--- config.mk ---
export PLATFORM = sky130hd
export DESIGN_NAME = eth_fdx_ctrl_top
export DESIGN_NICKNAME = d
export VERILOG_FILES = /design/src/verilog/eth_fdx_pkg.sv /design/src/verilog/eth_fdx_ctrl_top.sv /design/src/verilog/eth_fdx_pause_gen.sv /design/src/verilog/eth_fdx_tx_sched.sv /design/src/verilog/eth_fdx_regs.sv
export SDC_FILE = /design/constraint.sdc
export NUM_CORES = 1
export LEC_CHECK = 0
export BUFFER_PORTS_ARGS = -buffer_cell sky130_fd_sc_hd__buf_2
export CAP_MARGIN = 20
export CORE_ASPECT_RATIO = 1.25
export CORE_MARGIN = 2
export CORE_UTILIZATION = 54
export CTS_BUF_LIST = sky130_fd_sc_hd__clkbuf_4 sky130_fd_sc_hd__clkbuf_8
export CTS_CLUSTER_DIAMETER = 100
export CTS_CLUSTER_SIZE = 28
export DETAILED_ROUTE_END_ITERATION = 12
export GPL_ROUTABILITY_DRIVEN = 0
export MAX_ROUTING_LAYER = met4
export PLACE_DENSITY = 0.83
export SLEW_MARGIN = 5
export SYNTH_ARGS = -nofsm -noshare
export SYNTH_HDL_FRONTEND = slang
export SYNTH_SLANG_ARGS = --single-unit
export TNS_END_PERCENT = 30
--- constraint.sdc ---
create_clock -name clk -period 2.63 [get_ports clk]
set_input_delay 0.1315 -clock clk [delete_from_list [all_inputs] [get_ports clk]]
set_output_delay 0.1315 -clock clk [all_outputs]
set_load 0.005 [all_outputs]
--- src/verilog/eth_fdx_pkg.sv ---
// Ethernet full-duplex flow control: register map, response codes, FSM states, timing
package eth_fdx_pkg;

    // Data widths
    localparam int quanta_w = 16;
    localparam int count_w  = 16;

    // Register word addresses, taken from address bits 5:2
    localparam logic [3:0] addr_tx_request      = 4'h0;
    localparam logic [3:0] addr_tx_complete     = 4'h1;
    localparam logic [3:0] addr_pause_rx        = 4'h2;
    localparam logic [3:0] addr_pause_quanta_rx = 4'h3;
    localparam logic [3:0] addr_buffer_status   = 4'h4;
    localparam logic [3:0] addr_tx_grant        = 4'h8;
    localparam logic [3:0] addr_rx_enable       = 4'h9;
    localparam logic [3:0] addr_pause_frame_tx  = 4'hA;
    localparam logic [3:0] addr_pause_quanta_tx = 4'hB;
    localparam logic [3:0] addr_flow_ctrl_stat  = 4'hC;
    localparam logic [3:0] addr_pause_count     = 4'hD;

    // AXI response codes
    localparam logic [1:0] resp_okay   = 2'b00;
    localparam logic [1:0] resp_slverr = 2'b10;

    // Transmit scheduler states, one-hot
    typedef enum logic [3:0] {
        st_idle     = 4'b0001,
        st_transmit = 4'b0010,
        st_pause    = 4'b0100,
        st_wait_ifg = 4'b1000
    } sched_state_e;

    // Inter-frame gap length in cycles
    localparam logic [3:0] ifg_cycles = 4'd12;

    // Quanta carried by an XOFF request
    localparam logic [quanta_w-1:0] pause_quanta_xoff = 16'hFFFF;

    // XOFF refresh period while the receive buffer stays almost full
    localparam logic [15:0] pause_refresh_cycles = 16'd200;

endpackage
--- src/verilog/eth_fdx_ctrl_top.sv ---
// Full-duplex MAC transmit flow control top: registers, scheduler and pause generator
`timescale 1ns/1ps

module eth_fdx_ctrl_top import eth_fdx_pkg::*; (
    input  logic                clk,
    input  logic                rst_n,

    input  logic [31:0]         s_axil_awaddr,
    input  logic [2:0]          s_axil_awprot,
    input  logic                s_axil_awvalid,
    output logic                s_axil_awready,
    input  logic [31:0]         s_axil_wdata,
    input  logic [3:0]          s_axil_wstrb,
    input  logic                s_axil_wvalid,
    output logic                s_axil_wready,
    output logic [1:0]          s_axil_bresp,
    output logic                s_axil_bvalid,
    input  logic                s_axil_bready,
    input  logic [31:0]         s_axil_araddr,
    input  logic [2:0]          s_axil_arprot,
    input  logic                s_axil_arvalid,
    output logic                s_axil_arready,
    output logic [31:0]         s_axil_rdata,
    output logic [1:0]          s_axil_rresp,
    output logic                s_axil_rvalid,
    input  logic                s_axil_rready,

    // To the MAC transmitter
    output logic                tx_grant,
    output logic                flow_control_active,
    output logic                pause_tx_req,
    output logic [quanta_w-1:0] pause_tx_quanta
);

    logic                tx_request;
    logic                tx_complete;
    logic                pause_rx;
    logic [quanta_w-1:0] pause_quanta_rx;
    logic                rx_almost_full;
    logic                pause_frame_tx;
    logic [count_w-1:0]  pause_count;

    eth_fdx_regs u_regs (
        .clk                 (clk),
        .rst_n               (rst_n),
        .s_axil_awaddr       (s_axil_awaddr),
        .s_axil_awprot       (s_axil_awprot),
        .s_axil_awvalid      (s_axil_awvalid),
        .s_axil_awready      (s_axil_awready),
        .s_axil_wdata        (s_axil_wdata),
        .s_axil_wstrb        (s_axil_wstrb),
        .s_axil_wvalid       (s_axil_wvalid),
        .s_axil_wready       (s_axil_wready),
        .s_axil_bresp        (s_axil_bresp),
        .s_axil_bvalid       (s_axil_bvalid),
        .s_axil_bready       (s_axil_bready),
        .s_axil_araddr       (s_axil_araddr),
        .s_axil_arprot       (s_axil_arprot),
        .s_axil_arvalid      (s_axil_arvalid),
        .s_axil_arready      (s_axil_arready),
        .s_axil_rdata        (s_axil_rdata),
        .s_axil_rresp        (s_axil_rresp),
        .s_axil_rvalid       (s_axil_rvalid),
        .s_axil_rready       (s_axil_rready),
        .tx_grant            (tx_grant),
        .flow_control_active (flow_control_active),
        .pause_frame_tx      (pause_frame_tx),
        .pause_quanta_tx     (pause_tx_quanta),
        .pause_count         (pause_count),
        .tx_request          (tx_request),
        .tx_complete         (tx_complete),
        .pause_rx            (pause_rx),
        .pause_quanta_rx     (pause_quanta_rx),
        .rx_almost_full      (rx_almost_full)
    );

    eth_fdx_tx_sched u_tx_sched (
        .clk                 (clk),
        .rst_n               (rst_n),
        .tx_request          (tx_request),
        .tx_complete         (tx_complete),
        .pause_rx            (pause_rx),
        .pause_quanta_rx     (pause_quanta_rx),
        .tx_grant            (tx_grant),
        .flow_control_active (flow_control_active)
    );

    eth_fdx_pause_gen u_pause_gen (
        .clk             (clk),
        .rst_n           (rst_n),
        .rx_almost_full  (rx_almost_full),
        .pause_tx_req    (pause_tx_req),
        .pause_tx_quanta (pause_tx_quanta),
        .pause_frame_tx  (pause_frame_tx),
        .pause_count     (pause_count)
    );

endmodule

--- src/verilog/eth_fdx_pause_gen.sv ---
// Pause generator: XOFF/XON requests from the receive-buffer watermark, with refresh
`timescale 1ns/1ps

module eth_fdx_pause_gen import eth_fdx_pkg::*; (
    input  logic                clk,
    input  logic                rst_n,
    input  logic                rx_almost_full,
    output logic                pause_tx_req,
    output logic [quanta_w-1:0] pause_tx_quanta,
    output logic                pause_frame_tx,
    output logic [count_w-1:0]  pause_count
);

    logic        full_q;
    logic [15:0] refresh_cnt;
    logic        full_rise;
    logic        full_fall;
    logic        refresh_due;
    logic        send_xoff;
    logic        send_xon;

    assign full_rise   = rx_almost_full && !full_q;
    assign full_fall   = !rx_almost_full && full_q;
    assign refresh_due = rx_almost_full && full_q && (refresh_cnt == 16'd0);

    assign send_xoff = full_rise || refresh_due;
    assign send_xon  = full_fall;

    always_ff @(posedge clk or negedge rst_n) begin
        if (!rst_n) begin
            full_q <= 1'b0;
        end else begin
            full_q <= rx_almost_full;
        end
    end

    // Counts down to the next XOFF refresh
    always_ff @(posedge clk or negedge rst_n) begin
        if (!rst_n) begin
            refresh_cnt <= 16'd0;
        end else if (send_xoff) begin
            refresh_cnt <= pause_refresh_cycles - 16'd1;
        end else if (rx_almost_full && refresh_cnt != 16'd0) begin
            refresh_cnt <= refresh_cnt - 16'd1;
        end
    end

    // Request pulse, quanta held until the next request
    always_ff @(posedge clk or negedge rst_n) begin
        if (!rst_n) begin
            pause_tx_req    <= 1'b0;
            pause_tx_quanta <= '0;
            pause_frame_tx  <= 1'b0;
            pause_count     <= '0;
        end else begin
            pause_tx_req <= send_xoff || send_xon;
            if (send_xoff) begin
                pause_tx_quanta <= pause_quanta_xoff;
                pause_frame_tx  <= 1'b1;
            end else if (send_xon) begin
                // XON is a pause frame with zero quanta
                pause_tx_quanta <= '0;
                pause_frame_tx  <= 1'b0;
            end
            if (send_xoff || send_xon) begin
                pause_count <= pause_count + 1'b1;
            end
        end
    end

endmodule

--- src/verilog/eth_fdx_tx_sched.sv ---
// Transmit scheduler: grants frames, enforces the inter-frame gap and received pauses
`timescale 1ns/1ps

module eth_fdx_tx_sched import eth_fdx_pkg::*; (
    input  logic                clk,
    input  logic                rst_n,
    input  logic                tx_request,
    input  logic                tx_complete,
    input  logic                pause_rx,
    input  logic [quanta_w-1:0] pause_quanta_rx,
    output logic                tx_grant,
    output logic                flow_control_active
);

    sched_state_e        state;
    sched_state_e        state_nxt;
    logic [quanta_w-1:0] pause_cnt;
    logic [3:0]          ifg_cnt;
    logic                pause_busy;
    logic                xoff_arriving;

    assign pause_busy    = |pause_cnt;
    assign xoff_arriving = pause_rx && |pause_quanta_rx;

    assign tx_grant            = (state == st_transmit);
    assign flow_control_active = pause_busy;

    // Pause counter runs in every state, a new pause frame overrides it
    always_ff @(posedge clk or negedge rst_n) begin
        if (!rst_n) begin
            pause_cnt <= '0;
        end else if (pause_rx) begin
            pause_cnt <= pause_quanta_rx;
        end else if (pause_busy) begin
            pause_cnt <= pause_cnt - 1'b1;
        end
    end

    // Next state
    always_comb begin
        state_nxt = state;
        case (state)
            st_idle: begin
                // An XOFF landing this cycle blocks the grant as well
                if (pause_busy || xoff_arriving) begin
                    state_nxt = st_pause;
                end else if (tx_request) begin
                    state_nxt = st_transmit;
                end
            end
            st_transmit: begin
                // Frame runs to completion regardless of pauses
                if (tx_complete) begin
                    state_nxt = st_wait_ifg;
                end
            end
            st_pause: begin
                if (!pause_busy) begin
                    state_nxt = st_idle;
                end
            end
            st_wait_ifg: begin
                if (ifg_cnt == 4'd0) begin
                    state_nxt = st_idle;
                end
            end
            default: state_nxt = st_idle;
        endcase
    end

    always_ff @(posedge clk or negedge rst_n) begin
        if (!rst_n) begin
            state <= st_idle;
        end else begin
            state <= state_nxt;
        end
    end

    // Gap counter, loaded so that the wait lasts ifg_cycles cycles
    always_ff @(posedge clk or negedge rst_n) begin
        if (!rst_n) begin
            ifg_cnt <= 4'd0;
        end else if (state == st_transmit && tx_complete) begin
            ifg_cnt <= ifg_cycles - 4'd1;
        end else if (state == st_wait_ifg && ifg_cnt != 4'd0) begin
            ifg_cnt <= ifg_cnt - 4'd1;
        end
    end

endmodule

--- src/verilog/eth_fdx_regs.sv ---
// Flow control register block: AXI4-Lite slave, write strobes and status readback
`timescale 1ns/1ps

module eth_fdx_regs import eth_fdx_pkg::*; (
    input  logic                clk,
    input  logic                rst_n,

    // AXI4-Lite write address channel
    input  logic [31:0]         s_axil_awaddr,
    input  logic [2:0]          s_axil_awprot,
    input  logic                s_axil_awvalid,
    output logic                s_axil_awready,

    // AXI4-Lite write data channel
    input  logic [31:0]         s_axil_wdata,
    input  logic [3:0]          s_axil_wstrb,
    input  logic                s_axil_wvalid,
    output logic                s_axil_wready,

    // AXI4-Lite write response channel
    output logic [1:0]          s_axil_bresp,
    output logic                s_axil_bvalid,
    input  logic                s_axil_bready,

    // AXI4-Lite read address channel
    input  logic [31:0]         s_axil_araddr,
    input  logic [2:0]          s_axil_arprot,
    input  logic                s_axil_arvalid,
    output logic                s_axil_arready,

    // AXI4-Lite read data channel
    output logic [31:0]         s_axil_rdata,
    output logic [1:0]          s_axil_rresp,
    output logic                s_axil_rvalid,
    input  logic                s_axil_rready,

    // Status from the scheduler and the pause generator
    input  logic                tx_grant,
    input  logic                flow_control_active,
    input  logic                pause_frame_tx,
    input  logic [quanta_w-1:0] pause_quanta_tx,
    input  logic [count_w-1:0]  pause_count,

    // Control to the scheduler and the pause generator
    output logic                tx_request,
    output logic                tx_complete,
    output logic                pause_rx,
    output logic [quanta_w-1:0] pause_quanta_rx,
    output logic                rx_almost_full
);

    typedef enum logic [1:0] {
        w_idle,
        w_data,
        w_resp
    } wr_state_e;

    typedef enum logic {
        r_idle,
        r_data
    } rd_state_e;

    wr_state_e  wr_state;
    rd_state_e  rd_state;
    logic [3:0] waddr;
    logic [3:0] raddr;
    logic       waddr_ro;

    // Status words at 8 to D reject writes
    assign waddr_ro = (waddr >= addr_tx_grant) && (waddr <= addr_pause_count);

    // Write channel; prot and wstrb are not used by this register map
    always_ff @(posedge clk or negedge rst_n) begin
        if (!rst_n) begin
            wr_state        <= w_idle;
            waddr           <= 4'h0;
            s_axil_awready  <= 1'b0;
            s_axil_wready   <= 1'b0;
            s_axil_bvalid   <= 1'b0;
            s_axil_bresp    <= resp_okay;
            tx_request      <= 1'b0;
            tx_complete     <= 1'b0;
            pause_rx        <= 1'b0;
            pause_quanta_rx <= '0;
            rx_almost_full  <= 1'b0;
        end else begin
            // Strobes last a single cycle
            tx_complete <= 1'b0;
            pause_rx    <= 1'b0;
            case (wr_state)
                w_idle: begin
                    if (s_axil_awvalid) begin
                        s_axil_awready <= 1'b1;
                        waddr          <= s_axil_awaddr[5:2];
                        wr_state       <= w_data;
                    end
                end
                w_data: begin
                    s_axil_awready <= 1'b0;
                    if (s_axil_wvalid) begin
                        s_axil_wready <= 1'b1;
                        s_axil_bresp  <= waddr_ro ? resp_slverr : resp_okay;
                        wr_state      <= w_resp;
                        case (waddr)
                            addr_tx_request:      tx_request      <= s_axil_wdata[0];
                            addr_tx_complete:     tx_complete     <= s_axil_wdata[0];
                            addr_pause_rx:        pause_rx        <= 1'b1;
                            addr_pause_quanta_rx: pause_quanta_rx <= s_axil_wdata[quanta_w-1:0];
                            addr_buffer_status:   rx_almost_full  <= s_axil_wdata[0];
                            default: ;
                        endcase
                    end
                end
                w_resp: begin
                    s_axil_wready <= 1'b0;
                    // First cycle raises bvalid, then wait for bready
                    if (!s_axil_bvalid) begin
                        s_axil_bvalid <= 1'b1;
                    end else if (s_axil_bready) begin
                        s_axil_bvalid <= 1'b0;
                        wr_state      <= w_idle;
                    end
                end
                default: wr_state <= w_idle;
            endcase
        end
    end

    // Read channel
    always_ff @(posedge clk or negedge rst_n) begin
        if (!rst_n) begin
            rd_state       <= r_idle;
            raddr          <= 4'h0;
            s_axil_arready <= 1'b0;
            s_axil_rvalid  <= 1'b0;
            s_axil_rdata   <= 32'h0;
            s_axil_rresp   <= resp_okay;
        end else begin
            case (rd_state)
                r_idle: begin
                    if (s_axil_arvalid) begin
                        s_axil_arready <= 1'b1;
                        raddr          <= s_axil_araddr[5:2];
                        rd_state       <= r_data;
                    end
                end
                r_data: begin
                    s_axil_arready <= 1'b0;
                    if (!s_axil_rvalid) begin
                        s_axil_rvalid <= 1'b1;
                        s_axil_rresp  <= resp_okay;
                        case (raddr)
                            addr_tx_request:      s_axil_rdata <= {31'b0, tx_request};
                            addr_tx_complete:     s_axil_rdata <= 32'h0;
                            addr_pause_rx:        s_axil_rdata <= 32'h0;
                            addr_pause_quanta_rx: s_axil_rdata <=
                                {{(32-quanta_w){1'b0}}, pause_quanta_rx};
                            addr_buffer_status:   s_axil_rdata <= {31'b0, rx_almost_full};
                            addr_tx_grant:        s_axil_rdata <= {31'b0, tx_grant};
                            // Receiver is always on in full duplex
                            addr_rx_enable:       s_axil_rdata <= 32'h1;
                            addr_pause_frame_tx:  s_axil_rdata <= {31'b0, pause_frame_tx};
                            addr_pause_quanta_tx: s_axil_rdata <=
                                {{(32-quanta_w){1'b0}}, pause_quanta_tx};
                            addr_flow_ctrl_stat:  s_axil_rdata <= {31'b0, flow_control_active};
                            addr_pause_count:     s_axil_rdata <=
                                {{(32-count_w){1'b0}}, pause_count};
                            default: begin
                                s_axil_rdata <= 32'h0;
                                s_axil_rresp <= resp_slverr;
                            end
                        endcase
                    end else if (s_axil_rready) begin
                        s_axil_rvalid <= 1'b0;
                        rd_state      <= r_idle;
                    end
                end
                default: rd_state <= r_idle;
            endcase
        end
    end

endmodule

# Word-level counts from Yosys, hierarchy flattened
# Cells that the tools add are included.
# Widths: inputs -> output; s select.
totals:
  ff_bits: 147
  input_bits: 113
  output_inout_bits: 60
  wordCells: 146
classes:
  n_addsub: 4
  order_cmp: 2
  eq_ne: 29
  n_mux: 42
  bitwise: 2
  reduce_logical: 41
op_table:
  columns: ["cell", "n"]
  rows:
  - ["$pmux 16 s9", 1]
  - ["$mux 16", 6]
  - ["$reduce_or 16->1", 2]
  - ["$sub 16x1->16 const B", 2]
  - ["$eq 4x4->1 const B", 7]
  - ["$mux 4", 7]
  - ["$eq 4x2->1 const B", 5]
  - ["$add 16x1->16 const B", 1]
  - ["$logic_not 16->1", 1]
  - ["$mux 1", 16]
  - ["$pmux 4 s4", 1]
  - ["$reduce_bool 16->1", 1]
  - ["$eq 4x1->1 const B", 3]
  - ["$eq 4x3->1 const B", 3]
  - ["$logic_not 4->1", 3]
  - ["$mux 2", 6]
  - ["$ne 2x2->1 const B", 6]
  - ["$reduce_and 2->1", 6]
  - ["$reduce_bool 2->1", 6]
  - ["$reduce_or 11->1", 1]
  - ["$logic_and 1x1->1", 9]
  - ["$reduce_and 3->1", 3]
  - ["$pmux 1 s2", 4]
  - ["$reduce_and 4->1", 2]
  - ["other kinds (13)", 18]

# Depth between registers and ports, before layout
# Gate-level depths: netlist of run 1.
depth:
  word_depth: 5
  mapped_depth: 8

# Modules after synthesis
# A second synthesis of run 1 with hierarchy kept.
unflattened:
  cells_unflattened: 590
  area_unflattened_um2: 6043.3
modules_own_cells:
  columns: ["mod", "n_inst", "cells_each", "area_each_um2"]
  rows:
  - ["eth_fdx_regs", 1, 247, 2711.4]
  - ["eth_fdx_pause_gen", 1, 172, 1803.0]
  - ["eth_fdx_tx_sched", 1, 171, 1529.0]

# Least setup slack after synthesis of run 1
# OpenSTA, ideal clock, no wires.
synth_path:
  path_kind: "reg-to-reg"
  start: "register u_tx_sched.pause_cnt[7]"
  end: "register u_tx_sched.pause_cnt[14]"
  setup_ns: 0.126
  t_arrival_ns: 1.965
  setup_slack_ns: 0.539
  stages_incl_launch_ff: 6
  path_buffers: 1
  period_less_slack_ns: 2.091
  cell_sequence: "dfrtp_1 -> or4_4 -> or3_1 -> buf_2 -> o311a_1 -> a221o_1"
synth_via:
  elab_chain_len: 3
synth_lines:
  columns: ["item", "line", "source"]
  rows:
  - ["from (decl)", "eth_fdx_tx_sched.sv:17", "logic [quanta_w-1:0] pause_cnt;"]
  - ["from (signal assigned)", "eth_fdx_tx_sched.sv:33", "pause_cnt <= pause_quanta_rx;"]
  - ["from (signal assigned)", "eth_fdx_tx_sched.sv:35", "pause_cnt <= pause_cnt - 1'b1;"]
  - ["$sub 16x1->16", "eth_fdx_tx_sched.sv:35", null]
  - ["$mux 16", "eth_fdx_tx_sched.sv:34", "end else if (pause_busy) begin"]
  - ["$mux 16", "eth_fdx_tx_sched.sv:32", "end else if (pause_rx) begin"]
# Parallel ways exist; a longest one is shown, timed or not. The select of a mux whose other input is x is not followed.
# A chain may end at the register's enable or synchronous reset.

# Worst setup path after layout of run 1
layout_path:
  start: "register u_regs.raddr[2]"
  end: "register u_regs.s_axil_rdata[3]"
layout_via:
  elab_chain_len: 2
layout_lines:
  columns: ["item", "line", "source"]
  rows:
  - ["from (decl)", "eth_fdx_regs.sv:66", "logic [3:0] raddr;"]
  - ["from (signal assigned)", "eth_fdx_regs.sv:143", "raddr <= s_axil_araddr[5:2];"]
  - ["$eq 4x4->1 (tied with other cells)", "eth_fdx_regs.sv:152", "case (raddr)"]
  - ["$pmux 16 s9 (*)", "eth_fdx_regs.sv:152", null]
  - ["to (signal assigned)", "eth_fdx_regs.sv:153", "addr_tx_request: s_axil_rdata <= {31'b0, tx_request};"]
  - ["to (signal assigned)", "eth_fdx_regs.sv:156", "addr_pause_quanta_rx: s_axil_rdata <="]
  - ["to (signal assigned)", "eth_fdx_regs.sv:158", "addr_buffer_status: s_axil_rdata <= {31'b0, rx_almost_full};"]
  - ["to (decl)", "eth_fdx_regs.sv:32", "output logic [31:0] s_axil_rdata,"]
# Every way passes the cells marked *; elsewhere a longest branch is shown, timed or not.

==> impl_metrics.toml, run 1 <==
[die]
die_w_um = 96.5
die_y_um = 120
start_util_pct = 55.0
design.die.area_mm2 = 0.0116
boundaryPins = 173
core_area_mm2 = 0.0105
rows = 42

[cells_and_area]
fill_cells = 825
postLayoutCoreUtil_pct = 65.0
fin_cells = 802
multiInputGateArea_mm2 = 0.00258
regArea_mm2 = 0.00283
area_growth_pct = 18.2
nets = 776
design_area_mm2 = 0.00683
drive_above_1_share_pct = 23.4
antennaDiodeCount = 0

[grt]
grt_pass1_vias = 4615
grt_max_degree = 114
overflow = 0
track_usage_pct = 25.3
grt_pass1_wl_um = 21900
grt_antenna_before_repair = 0

[clock_tree]
cts-htree-levels = 4
cts_resized = 0
clkLatencyLatePin_ps = 440
cts_buffers = 17
cts_tree = "yes"
cts_sinks = 113
clk_pin_slew_ps = 70
clock_path_buffers = 2
root_buffer = "clkbuf_8"

[detailed_routing]
drc_errors = 0
drt_wl_total_um = 13300
avgRoutedWirePerCell_um = 16.5
antenna_left = 0
first_iter_violations = 262
firstDrtPassIters = 5
via_per_inst = 5.92
vias = 4751

[logic_synthesis]
netlist-cell-type-count = 63
synthArstFlopShare_pct = 100
yosysWarnings = 0
ys_seq_elements = 113
avgSynthCellArea_um2 = 10.2
syn_area_mm2 = 0.00578
netlist_instances = 567
yosysSeqAreaShare_pct = 48.9
synth-edff-count = 0
synth_top_flop_cell = "dfrtp_1"

[power_and_ir_drop]
p_sw_share_pct = 36.8
combPwrFrac_pct = 31.4
clkPwrFrac_pct = 24.6
power_density_mw_per_mm2 = 1000
cell_internal_pwr_w = 0.00432
switching_power_w = 0.00251
p_leak_nw = 3.15
vdd_drop_max_mv = 0.547
pwr-share-seq_pct = 44.0

[setup_path]
crit_buf_inv = 0
crit_required_ps = 2970
start_kind = "flip-flop"
critPathMaxStageDelay_ps = 910
crit_chain = "nand2b_1, nor2b_1, a221oi_1, o21ai_0"
critPathMaxFanout = 15
worstPathArrival_ps = 2550
cp_slowest_cell = "nor2b_1"
crit_type = "flip-flop to flip-flop"
end_kind = "flip-flop"
critPathTopFamily = "simple AND/OR/NAND/NOR gates"

[place]
placed_area_mm2 = 0.00612
dpl.cell_count = 741
pre_cts_ws_ps = 443
port_buffers = 72
hpwl_um = 8900

[timing]
fin_worst_skew_ps = 10.9
min_period_ps = 2210
fmax_mhz = 453
period_share_pct = 83.9
fin_ws_ps = 424
rsz0062_at_grt = "no"
setup_violations = 0
hold_violations = 0
setup_tns_ps = 0
tightest_slew_ps = 1170
slew_headroom_pct = 21.9
finalMaxSlewViolations = 0

[hold_path]
hold_path.class = "input port to flip-flop"

[job]
drv_cap = 0

[status]
status = "finished, final reports clean"
==> what timing repair did <==
item,CTS,global route
hold buffers,30,0
buffers inserted,0,0
endpoints found under the hold margin,145,0
==> power groups by stage <==
stage                     clock network, W  logic [W]  registers [W]
final                              0.00168    0.00215        0.00300
after floorplan                          0    0.00170        0.00276
after global placement                   0    0.00198        0.00295
after detailed placement                 0    0.00209        0.00300
after global routing               0.00180    0.00241        0.00308
after CTS                          0.00171    0.00214        0.00298
==> cells in the final DEF (no fill, tap or decap), types with 4 or more instances in the layout <==
master and instances:
nand3b_1 5, dfrtp_1 112, a221oi_1 15, o31ai_1 7, clkbuf_8 19, ha_1 5, nand3_1 21, o211ai_1 4
o21ai_0 28, and4_1 7, a211oi_1 4, a211o_1 4, inv_1 19, or3_1 6, nor2_1 28, clkinv_2 5
nor4_1 13, dlygate4sd3_1 30, nand4_1 11, nor2b_1 5, conb_1 18, nor3b_1 4, nand2_1 57, buf_4 14
a21o_1 4, xnor2_1 9, a21oi_1 18, nor3_1 13, xor2_1 24, buf_2 71, or4_1 4, mux2_2 28
==> cell type report <==
class / count / area share [%]
Clock buffer: 20 / 3.94
Clock inverter: 11 / 2.02
Inverter: 19 / 1.04
Multi-Input combinational cell: 391 / 37.7
Sequential cell: 113 / 41.4
Tap cell: 132 / 2.42
Timing Repair Buffer: 116 / 11.4
==> final timing paths <==
check,end,slack (ps),start,cells after the start
setup / recovery,u_regs.s_axil_rdata[3]$_DFFE_PN0P_,420,u_regs.raddr[2]$_DFFE_PN0P_,4
hold / removal,u_regs.wr_state[0]$_DFFE_PN0P_,40,s_axil_wvalid,4
setup reg to reg,u_regs.s_axil_rdata[3]$_DFFE_PN0P_,420,u_regs.raddr[2]$_DFFE_PN0P_,4
hold reg to reg,u_regs.s_axil_rdata[12]$_DFFE_PN0P_,480,u_regs.s_axil_rdata[12]$_DFFE_PN0P_,2
max in group asynchronous,u_pause_gen.refresh_cnt[0]$_DFFE_PN0P_,1870,rst_n,3
min in group asynchronous,u_tx_sched.pause_cnt[15]$_DFFE_PN0P_,330,rst_n,3
==> worst min-delay path: stages <==
cell and delay (ps):
buf_2 110, inv_1 50, mux2i_1 60, nor2_1 80
==> per-layer routing <==
| layer | vias to the layer above | global-route usage [%] | share of wire (%) | routed length [um] |
|---|---|---|---|---|
| li1 | 2194 | - | - | - |
| met1 | 2329 | 30.5 | 42 | 5520 |
| met2 | 192 | 40.7 | 51 | 6710 |
| met3 | 36 | 6.21 | 5.0 | 659 |
| met4 | 0 | 10.3 | 2.7 | 361 |
| met5 | - | - | 0 | 0 |
==> cells in the mapped netlist, types with 3 or more instances <==
master    count  area, um^2
mux2_2       28         315
clkbuf_1     20        75.1
or4_1         4        30.0
nor4b_1       3        26.3
nor3_1       13        65.1
nand2_1      57         214
a221oi_1     15         131
mux2i_1       3        30.0
a21o_1        4        30.0
o21a_1        3        22.5
nor3b_1       4        30.0
a211oi_1      4        30.0
nand2b_1      3        18.8
nor4_1       13        81.3
a21oi_1      18        90.1
a221o_1       3        30.0
nand3_1      21         105
buf_4        35         263
or3_1         6        37.5
inv_1        19        71.3
o211ai_1      4        30.0
and4_1        7        61.3
dfrtp_1     112        2800
nand3b_1      5        37.5
o31ai_1       7        52.6
nor2_1       28         105
nor2b_1       5        31.3
buf_2         5        25.0
xor2_1       24         210
nand4_1      11        68.8
xnor2_1       9        78.8
o21ai_0      28         140
a211o_1       4        35.0
ha_1          5        62.6
==> logic make-up (layout without fill, tap and decap cells) <==
group / after synthesis / after routing / synth area share, %
muxes: 31 / 31 / 5.97
and+or+nand+nor: 195 / 195 / 18.2
buffers and inverters: 80 / 166 / 7.58
DFF: 113 / 113 / 48.9
AOI/OAI and AO/OA: 109 / 109 / 13.1
adders and majority gates: 5 / 5 / 1.08
xor gates and xnor gates: 33 / 33 / 5.00
other: 1 / 18 / 0.0649
==> registers in the layout, summed over array words and instances (netlist names), 16 cells and up <==
register                 count
u_tx_sched.pause_cnt        16
u_pause_gen.refresh_cnt     16
u_regs.s_axil_rdata         16
u_pause_gen.pause_count     16
u_regs.pause_quanta_rx      16
==> stage by stage <==
step	hold slack, ps	total power, W
3_3_place_gp	257	0.00494
4_1_cts	17.8	0.00683
6_report	37.1	0.00683
3_5_place_dp	265	0.00509
5_1_grt	53.0	0.00729
2_1_floorplan	-164	0.00445
Note: power is estimated with default switching activity, not from simulation.
==> inputs of run 2 (changes only) <==
==> constraint.sdc (replaced) <==
create_clock -name clk -period 2.3 [get_ports clk]
set_input_delay 0.115 -clock clk [delete_from_list [all_inputs] [get_ports clk]]
set_output_delay 0.115 -clock clk [all_outputs]
set_load 0.005 [all_outputs]
==> run 2 against run 1 <==
  * Sequential power rose by 15%
  * Clock-buffer cell count shrank 3
  * Sequential cell count is the same
  * Register-to-register slack got worse by 310 ps
  * Setup slack lost 310 ps
  * Critical path depth unchanged
  * Global-route usage shrank 0.061 points
  * Critical path type unchanged
  * Critical endpoint is now u_tx_sched.pause_cnt[14]$_DFFE_PN0P_
==> impl_metrics.toml, run 2 (synthesis results as in run 1) <==
[clock_tree]
clkLatencyLatePin_ps = 440
cts_sinks = 113
root_buffer = "clkbuf_8"
cts-htree-levels = 4
cts_buffers = 17
cts_tree = "yes"
clock_path_buffers = 2
clk_pin_slew_ps = 80
postCtsSetupBuffers = 0

[cells_and_area]
final_cell_mix = "112 x dfrtp_1, 71 x buf_2, 57 x nand2_1, 30 x dlygate4sd3_1"
antennaDiodeCount = 0
drive_above_1_share_pct = 23.9
area_growth_pct = 18.4
nets = 779
fin_cells = 806
final_common_cell = "dfrtp_1"

[detailed_routing]
firstDrtPassIters = 5
avgRoutedWirePerCell_um = 16.5
vias = 4682
drt_wl_total_um = 13300
antenna_left = 0
first_iter_violations = 199
via_per_inst = 5.81
drc_errors = 0

[timing]
rsz0062_at_grt = "no"
whs_ps = 16.1
tightest_slew_ps = 1120
setup_tns_ps = 0
setup_violations = 0
hold_violations = 0
min_period_ps = 2190
slew_headroom_pct = 25.4
period_share_pct = 95.1
finalMaxSlewViolations = 0
fmax_mhz = 457
fin_worst_skew_ps = 10.9

[power_and_ir_drop]
power_density_mw_per_mm2 = 1130
p_leak_nw = 3.15
vdd_drop_max_mv = 0.708

[setup_path]
critPathMaxStageDelay_ps = 580
reg2reg_depth = 4
crit_buf_inv = 0
crit_required_ps = 2620
start_kind = "flip-flop"
cp_slowest_cell = "or4_4"
end_kind = "flip-flop"
critPathMaxFanout = 6
critPathTopFamily = "simple AND/OR/NAND/NOR gates"
worstPathArrival_ps = 2510
crit_type = "flip-flop to flip-flop"
crit_chain = "or4_4, or3_1, o311a_1, a221o_1"
critical_path_depth = 4

[die]
start_util_pct = 55.0
boundaryPins = 173
die_w_um = 96.5
rows = 42
core_area_mm2 = 0.0105
die_y_um = 120
design.die.area_mm2 = 0.0116

[hold_path]
min_path_cells = 4
hold_path.class = "input port to flip-flop"

[grt]
grt_pass1_wl_um = 21900
grt_antenna_before_repair = 0
overflow = 0
grt_most_used_layer = "met2"
grt_max_degree = 57
use_met3_pct = 5.90
grt_util_met2_pct = 42.3
track_usage_pct = 25.3
use_met1_pct = 29.3
grt_pass1_vias = 4659

[place]
dpl.cell_count = 744
hpwl_um = 9150
port_buffers = 72

[status]
status = "finished, final reports clean"

[job]
drv_cap = 0
[run 2: changes by cell type in the layout (fill, tap and decap cells not counted)]
cell and delta:
buf_4 +3, a2111oi_1 +1, a2111oi_0 -1, clkbuf_8 -2, bufinv_16 -1, clkbuf_4 -1
inv_6 +2, clkinv_2 -3, clkinv_4 +5, clkinvlp_4 +1
[run 2: repair_timing]
| item | CTS | global route |
|---|---|---|
| hold endpoints to repair | 87 | 0 |
| hold buffers | 30 | 0 |
| resized for setup | 0 | 1 |
| setup endpoints to repair | 0 | 1 |
[run 2: path summary, 6_finish.rpt]
| check | from | endpoint | slack (ps) |
|---|---|---|---|
| max | u_tx_sched.pause_cnt[7]$_DFFE_PN0P_ | u_tx_sched.pause_cnt[14]$_DFFE_PN0P_ | 110 |
| min | s_axil_wvalid | u_regs.wr_state[0]$_DFFE_PN0P_ | 20 |
| max reg2reg | u_tx_sched.pause_cnt[7]$_DFFE_PN0P_ | u_tx_sched.pause_cnt[14]$_DFFE_PN0P_ | 110 |
| min reg2reg | u_regs.wr_state[1]$_DFFE_PN0P_ | u_regs.wr_state[0]$_DFFE_PN0P_ | 480 |
| max in group asynchronous | rst_n | u_pause_gen.pause_count[12]$_DFFE_PN0P_ | 1250 |
| min in group asynchronous | rst_n | u_regs.s_axil_rdata[0]$_DFFE_PN0P_ | 300 |
[run 2: report_power, final]
group | leakage (nW) | total (W) | switching, W | internal [W]
registers | 1.46 | 0.00344 | 0.000824 | 0.00262
clock network | 0.189 | 0.00185 | 0.000879 | 0.000969
logic | 1.50 | 0.00247 | 0.00127 | 0.00120
total | 3.15 | 0.00775 | 0.00297 | 0.00478
[run 2: per-stage QoR]
stage	cell area (um^2)	util, %	total power, W	setup WS [ps]
after floorplan	5840	-	0.00509	209
after global placement	6150	58.5	0.00566	171
after detailed placement	6150	58.5	0.00583	137
after CTS	6840	65.1	0.00776	135
after global routing	6840	65.1	0.00829	23.6
final	6840	65.1	0.00775	113
[run 2: area by class of cell]
type	instances	area (um^2)
fillers	830	3670
well taps	132	165
flip-flops and latches	113	2830
clock inverters	15	161
clock buffers	17	234
inverters	19	71.3
multi-input cells	391	2580
repair buffers	119	803
[run 2: worst reg2reg max path, stage by stage (launching register included)]
cell and delay (ps):
dfrtp_1 450, or4_4 580, or3_1 430, o311a_1 360, a221o_1 260
[run 2: layer usage]
layer,wire length [um],vias to the layer above
met4,395,0
met1,5340,2294
met3,749,34
li1,-,2196
met2,6810,158
met5,0,-
==> inputs of run 3 (changes only) <==
--- a/config.mk
+++ b/config.mk
@@ -9,16 +9,16 @@
 export CAP_MARGIN = 20
 export CORE_ASPECT_RATIO = 1.25
 export CORE_MARGIN = 2
-export CORE_UTILIZATION = 54
+export CORE_UTILIZATION = 35
 export CTS_BUF_LIST = sky130_fd_sc_hd__clkbuf_4 sky130_fd_sc_hd__clkbuf_8
 export CTS_CLUSTER_DIAMETER = 100
 export CTS_CLUSTER_SIZE = 28
 export DETAILED_ROUTE_END_ITERATION = 12
 export GPL_ROUTABILITY_DRIVEN = 0
 export MAX_ROUTING_LAYER = met4
-export PLACE_DENSITY = 0.83
 export SLEW_MARGIN = 5
 export SYNTH_ARGS = -nofsm -noshare
 export SYNTH_HDL_FRONTEND = slang
+export SYNTH_HIERARCHICAL = 1
 export SYNTH_SLANG_ARGS = --single-unit
 export TNS_END_PERCENT = 30
==> run 3 against run 2 <==
  * Global-route usage down 8.0 points
  * Total power rose by 6.5%
  * Wire length grew 8.7%
  * Highest routed layer unchanged
  * Setup slack improved by 23 ps
  * Final area grew 5.4%
  * Register-to-register slack better by 20 ps
  * Critical path depth increased by 2
  * First-iteration DRC count up 110%
  * Combinational power grew 15%
  * Clock-buffer cell count is 6 higher
  * Area after synthesis rose by 4.5%
  * Synthesized cell count increased by 4.1%
==> impl_metrics.toml, run 3 <==
[setup_path]
crit_buf_inv = 1
critPathMaxStageDelay_ps = 590
crit_chain = "nor4_2, and4_1, inv_2, mux2i_1, o221ai_1, a2bb2oi_1"
crit_type = "flip-flop to flip-flop"
crit_required_ps = 2580
critPathTopFamily = "simple AND/OR/NAND/NOR gates"
end_kind = "flip-flop"
worstPathArrival_ps = 2450
start_kind = "flip-flop"
cp_slowest_cell = "nor4_2"
critPathMaxFanout = 9

[grt]
grt_most_used_layer = "met2"
use_met3_pct = 4.71
grt_util_met2_pct = 26.1
grt_pass1_wl_um = 24000
grt_max_degree = 45
grt_pass1_vias = 4647
grt_antenna_before_repair = 0
track_usage_pct = 17.2
overflow = 0
use_met1_pct = 22.5

[power_and_ir_drop]
cell_internal_pwr_w = 0.00516
pwr-share-seq_pct = 41.6
switching_power_w = 0.00310
p_leak_nw = 3.32
power_density_mw_per_mm2 = 1140
clkPwrFrac_pct = 24.1
combPwrFrac_pct = 34.2
vdd_drop_max_mv = 0.525
p_sw_share_pct = 37.5

[die]
core_area_mm2 = 0.0168
die_w_um = 122
design.die.area_mm2 = 0.0183
start_util_pct = 35.9
rows = 53
boundaryPins = 173
die_y_um = 151

[hold_path]
hold_path.class = "input port to async pin"

[timing]
finalMaxSlewViolations = 0
fin_worst_skew_ps = 10.3
slew_headroom_pct = 41.6
hold_violations = 0
setup_violations = 0
whs_ps = 229
tightest_slew_ps = 874
setup_tns_ps = 0
fmax_mhz = 462
min_period_ps = 2160
period_share_pct = 94.1
rsz0062_at_grt = "no"

[cells_and_area]
design_area_mm2 = 0.00721
fill_cells = 1603
nets = 807
antennaDiodeCount = 0
final_cell_mix = "112 x dfrtp_1, 71 x buf_2, 59 x nand2_1, 49 x nor2_1, 31 x dlygate4sd3_1"
regArea_mm2 = 0.00283
drive_above_1_share_pct = 24.3
area_growth_pct = 19.3
final_common_cell = "dfrtp_1"
multiInputGateArea_mm2 = 0.00280

[detailed_routing]
vias = 4617
firstDrtPassIters = 5
first_iter_violations = 427
antenna_left = 0
via_per_inst = 5.01
drc_errors = 0
drt_wl_total_um = 14400
avgRoutedWirePerCell_um = 15.7

[logic_synthesis]
avgSynthCellArea_um2 = 10.2
synth_common_cells = "112 x dfrtp_1, 59 x nand2_1, 49 x nor2_1"
yosys.area.top_type = "dfrtp_1"
synth_top_flop_cell = "dfrtp_1"
yosysMostFrequentCell = "dfrtp_1"
synth_top_area_share_pct = 46.4
yosysWarnings = 6
synth.area.top_cells = "dfrtp_1 46%, buf_4 4.8%, nand2_1 3.7%"
synthArstFlopShare_pct = 100
syn_area_mm2 = 0.00604
synth-edff-count = 0
yosysSeqAreaShare_pct = 46.8
ys_seq_elements = 113
netlist_instances = 590
netlist-cell-type-count = 73

[clock_tree]
clk_pin_slew_ps = 70
cts-htree-levels = 4
postCtsSetupBuffers = 0
cts_sinks = 113
clkLatencyLatePin_ps = 430
cts_buffers = 17
clock_path_buffers = 2
cts_tree = "yes"
root_buffer = "clkbuf_8"

[place]
placed_area_mm2 = 0.00647
port_buffers = 72
hpwl_um = 10300

[job]
drv_cap = 0

[status]
status = "finished, final reports clean"
-- run 3: timing repair --
item,in CTS,in global routing
hold endpoints to repair,73,0
gates resized for setup,0,0
hold buffers,31,0
endpoints found under the setup margin,0,0
-- run 3: final cells by class --
type                            instances  share of cell area, %
Inverter                               21                   1.11
Clock inverter                          9                   1.80
Multi-Input combinational cell        417                   38.8
Tap cell                              220                   3.82
Clock buffer                           23                   4.13
Timing Repair Buffer                  118                   11.1
Sequential cell                       113                   39.2
-- run 3: kinds of logic (layout without fill, tap and decap cells) --
| group | Yosys count | after routing | share of synthesized area [%] |
|---|---|---|---|
| compound gates | 98 | 98 | 10.7 |
| other cells | 1 | 18 | 0.0621 |
| mux | 37 | 37 | 7.27 |
| flops | 113 | 113 | 46.8 |
| simple gates | 222 | 222 | 20.8 |
| buf+inv | 77 | 171 | 7.91 |
| xor+xnor | 36 | 36 | 5.22 |
| fa+ha+maj | 6 | 6 | 1.24 |
-- run 3: metrics by stage --
step           power (W)  std cells  utilization, %  setup WS, ps
6_report         0.00826        921            42.8           135
5_1_grt          0.00886        921            42.8          20.7
4_1_cts          0.00832        921            42.8           116
3_5_place_dp     0.00622        858            38.4           199
3_3_place_gp     0.00610        858            38.4           260
2_1_floorplan    0.00547        607               -           453
-- run 3: metal layers --
layer / wire, um / share of wire [%]
met1: 6560 / 45
met2: 7030 / 49
met3: 583 / 4.0
met4: 271 / 1.9
met5: 0 / 0
-- run 3: path summary, 6_finish.rpt --
kind / startpoint / end / slack (ps) / cells past startpoint
max in group asynchronous: rst_n / u_tx_sched/state[0]$_DFFE_PN1P_ / 1370 / 3
min: rst_n / u_pause_gen/refresh_cnt[11]$_DFFE_PN0P_ / 230 / 2
min in group clk: s_axil_araddr[3] / u_regs/raddr[1]$_DFFE_PN0P_ / 450 / 4
min reg2reg: u_regs/s_axil_rdata[2]$_DFFE_PN0P_ / u_regs/s_axil_rdata[2]$_DFFE_PN0P_ / 470 / 2
max reg2reg: u_tx_sched/pause_cnt[3]$_DFFE_PN0P_ / u_regs/s_axil_rdata[0]$_DFFE_PN0P_ / 140 / 6
max: u_tx_sched/pause_cnt[3]$_DFFE_PN0P_ / u_regs/s_axil_rdata[0]$_DFFE_PN0P_ / 140 / 6
-- run 3: power groups by stage --
stage	Sequential, W	Clock [W]	Combinational, W
finish	0.00344	0.00199	0.00283
detailed placement	0.00346	0	0.00276
global route	0.00355	0.00216	0.00315
global placement	0.00342	0	0.00268
floorplan	0.00311	0	0.00236
CTS	0.00344	0.00206	0.00283
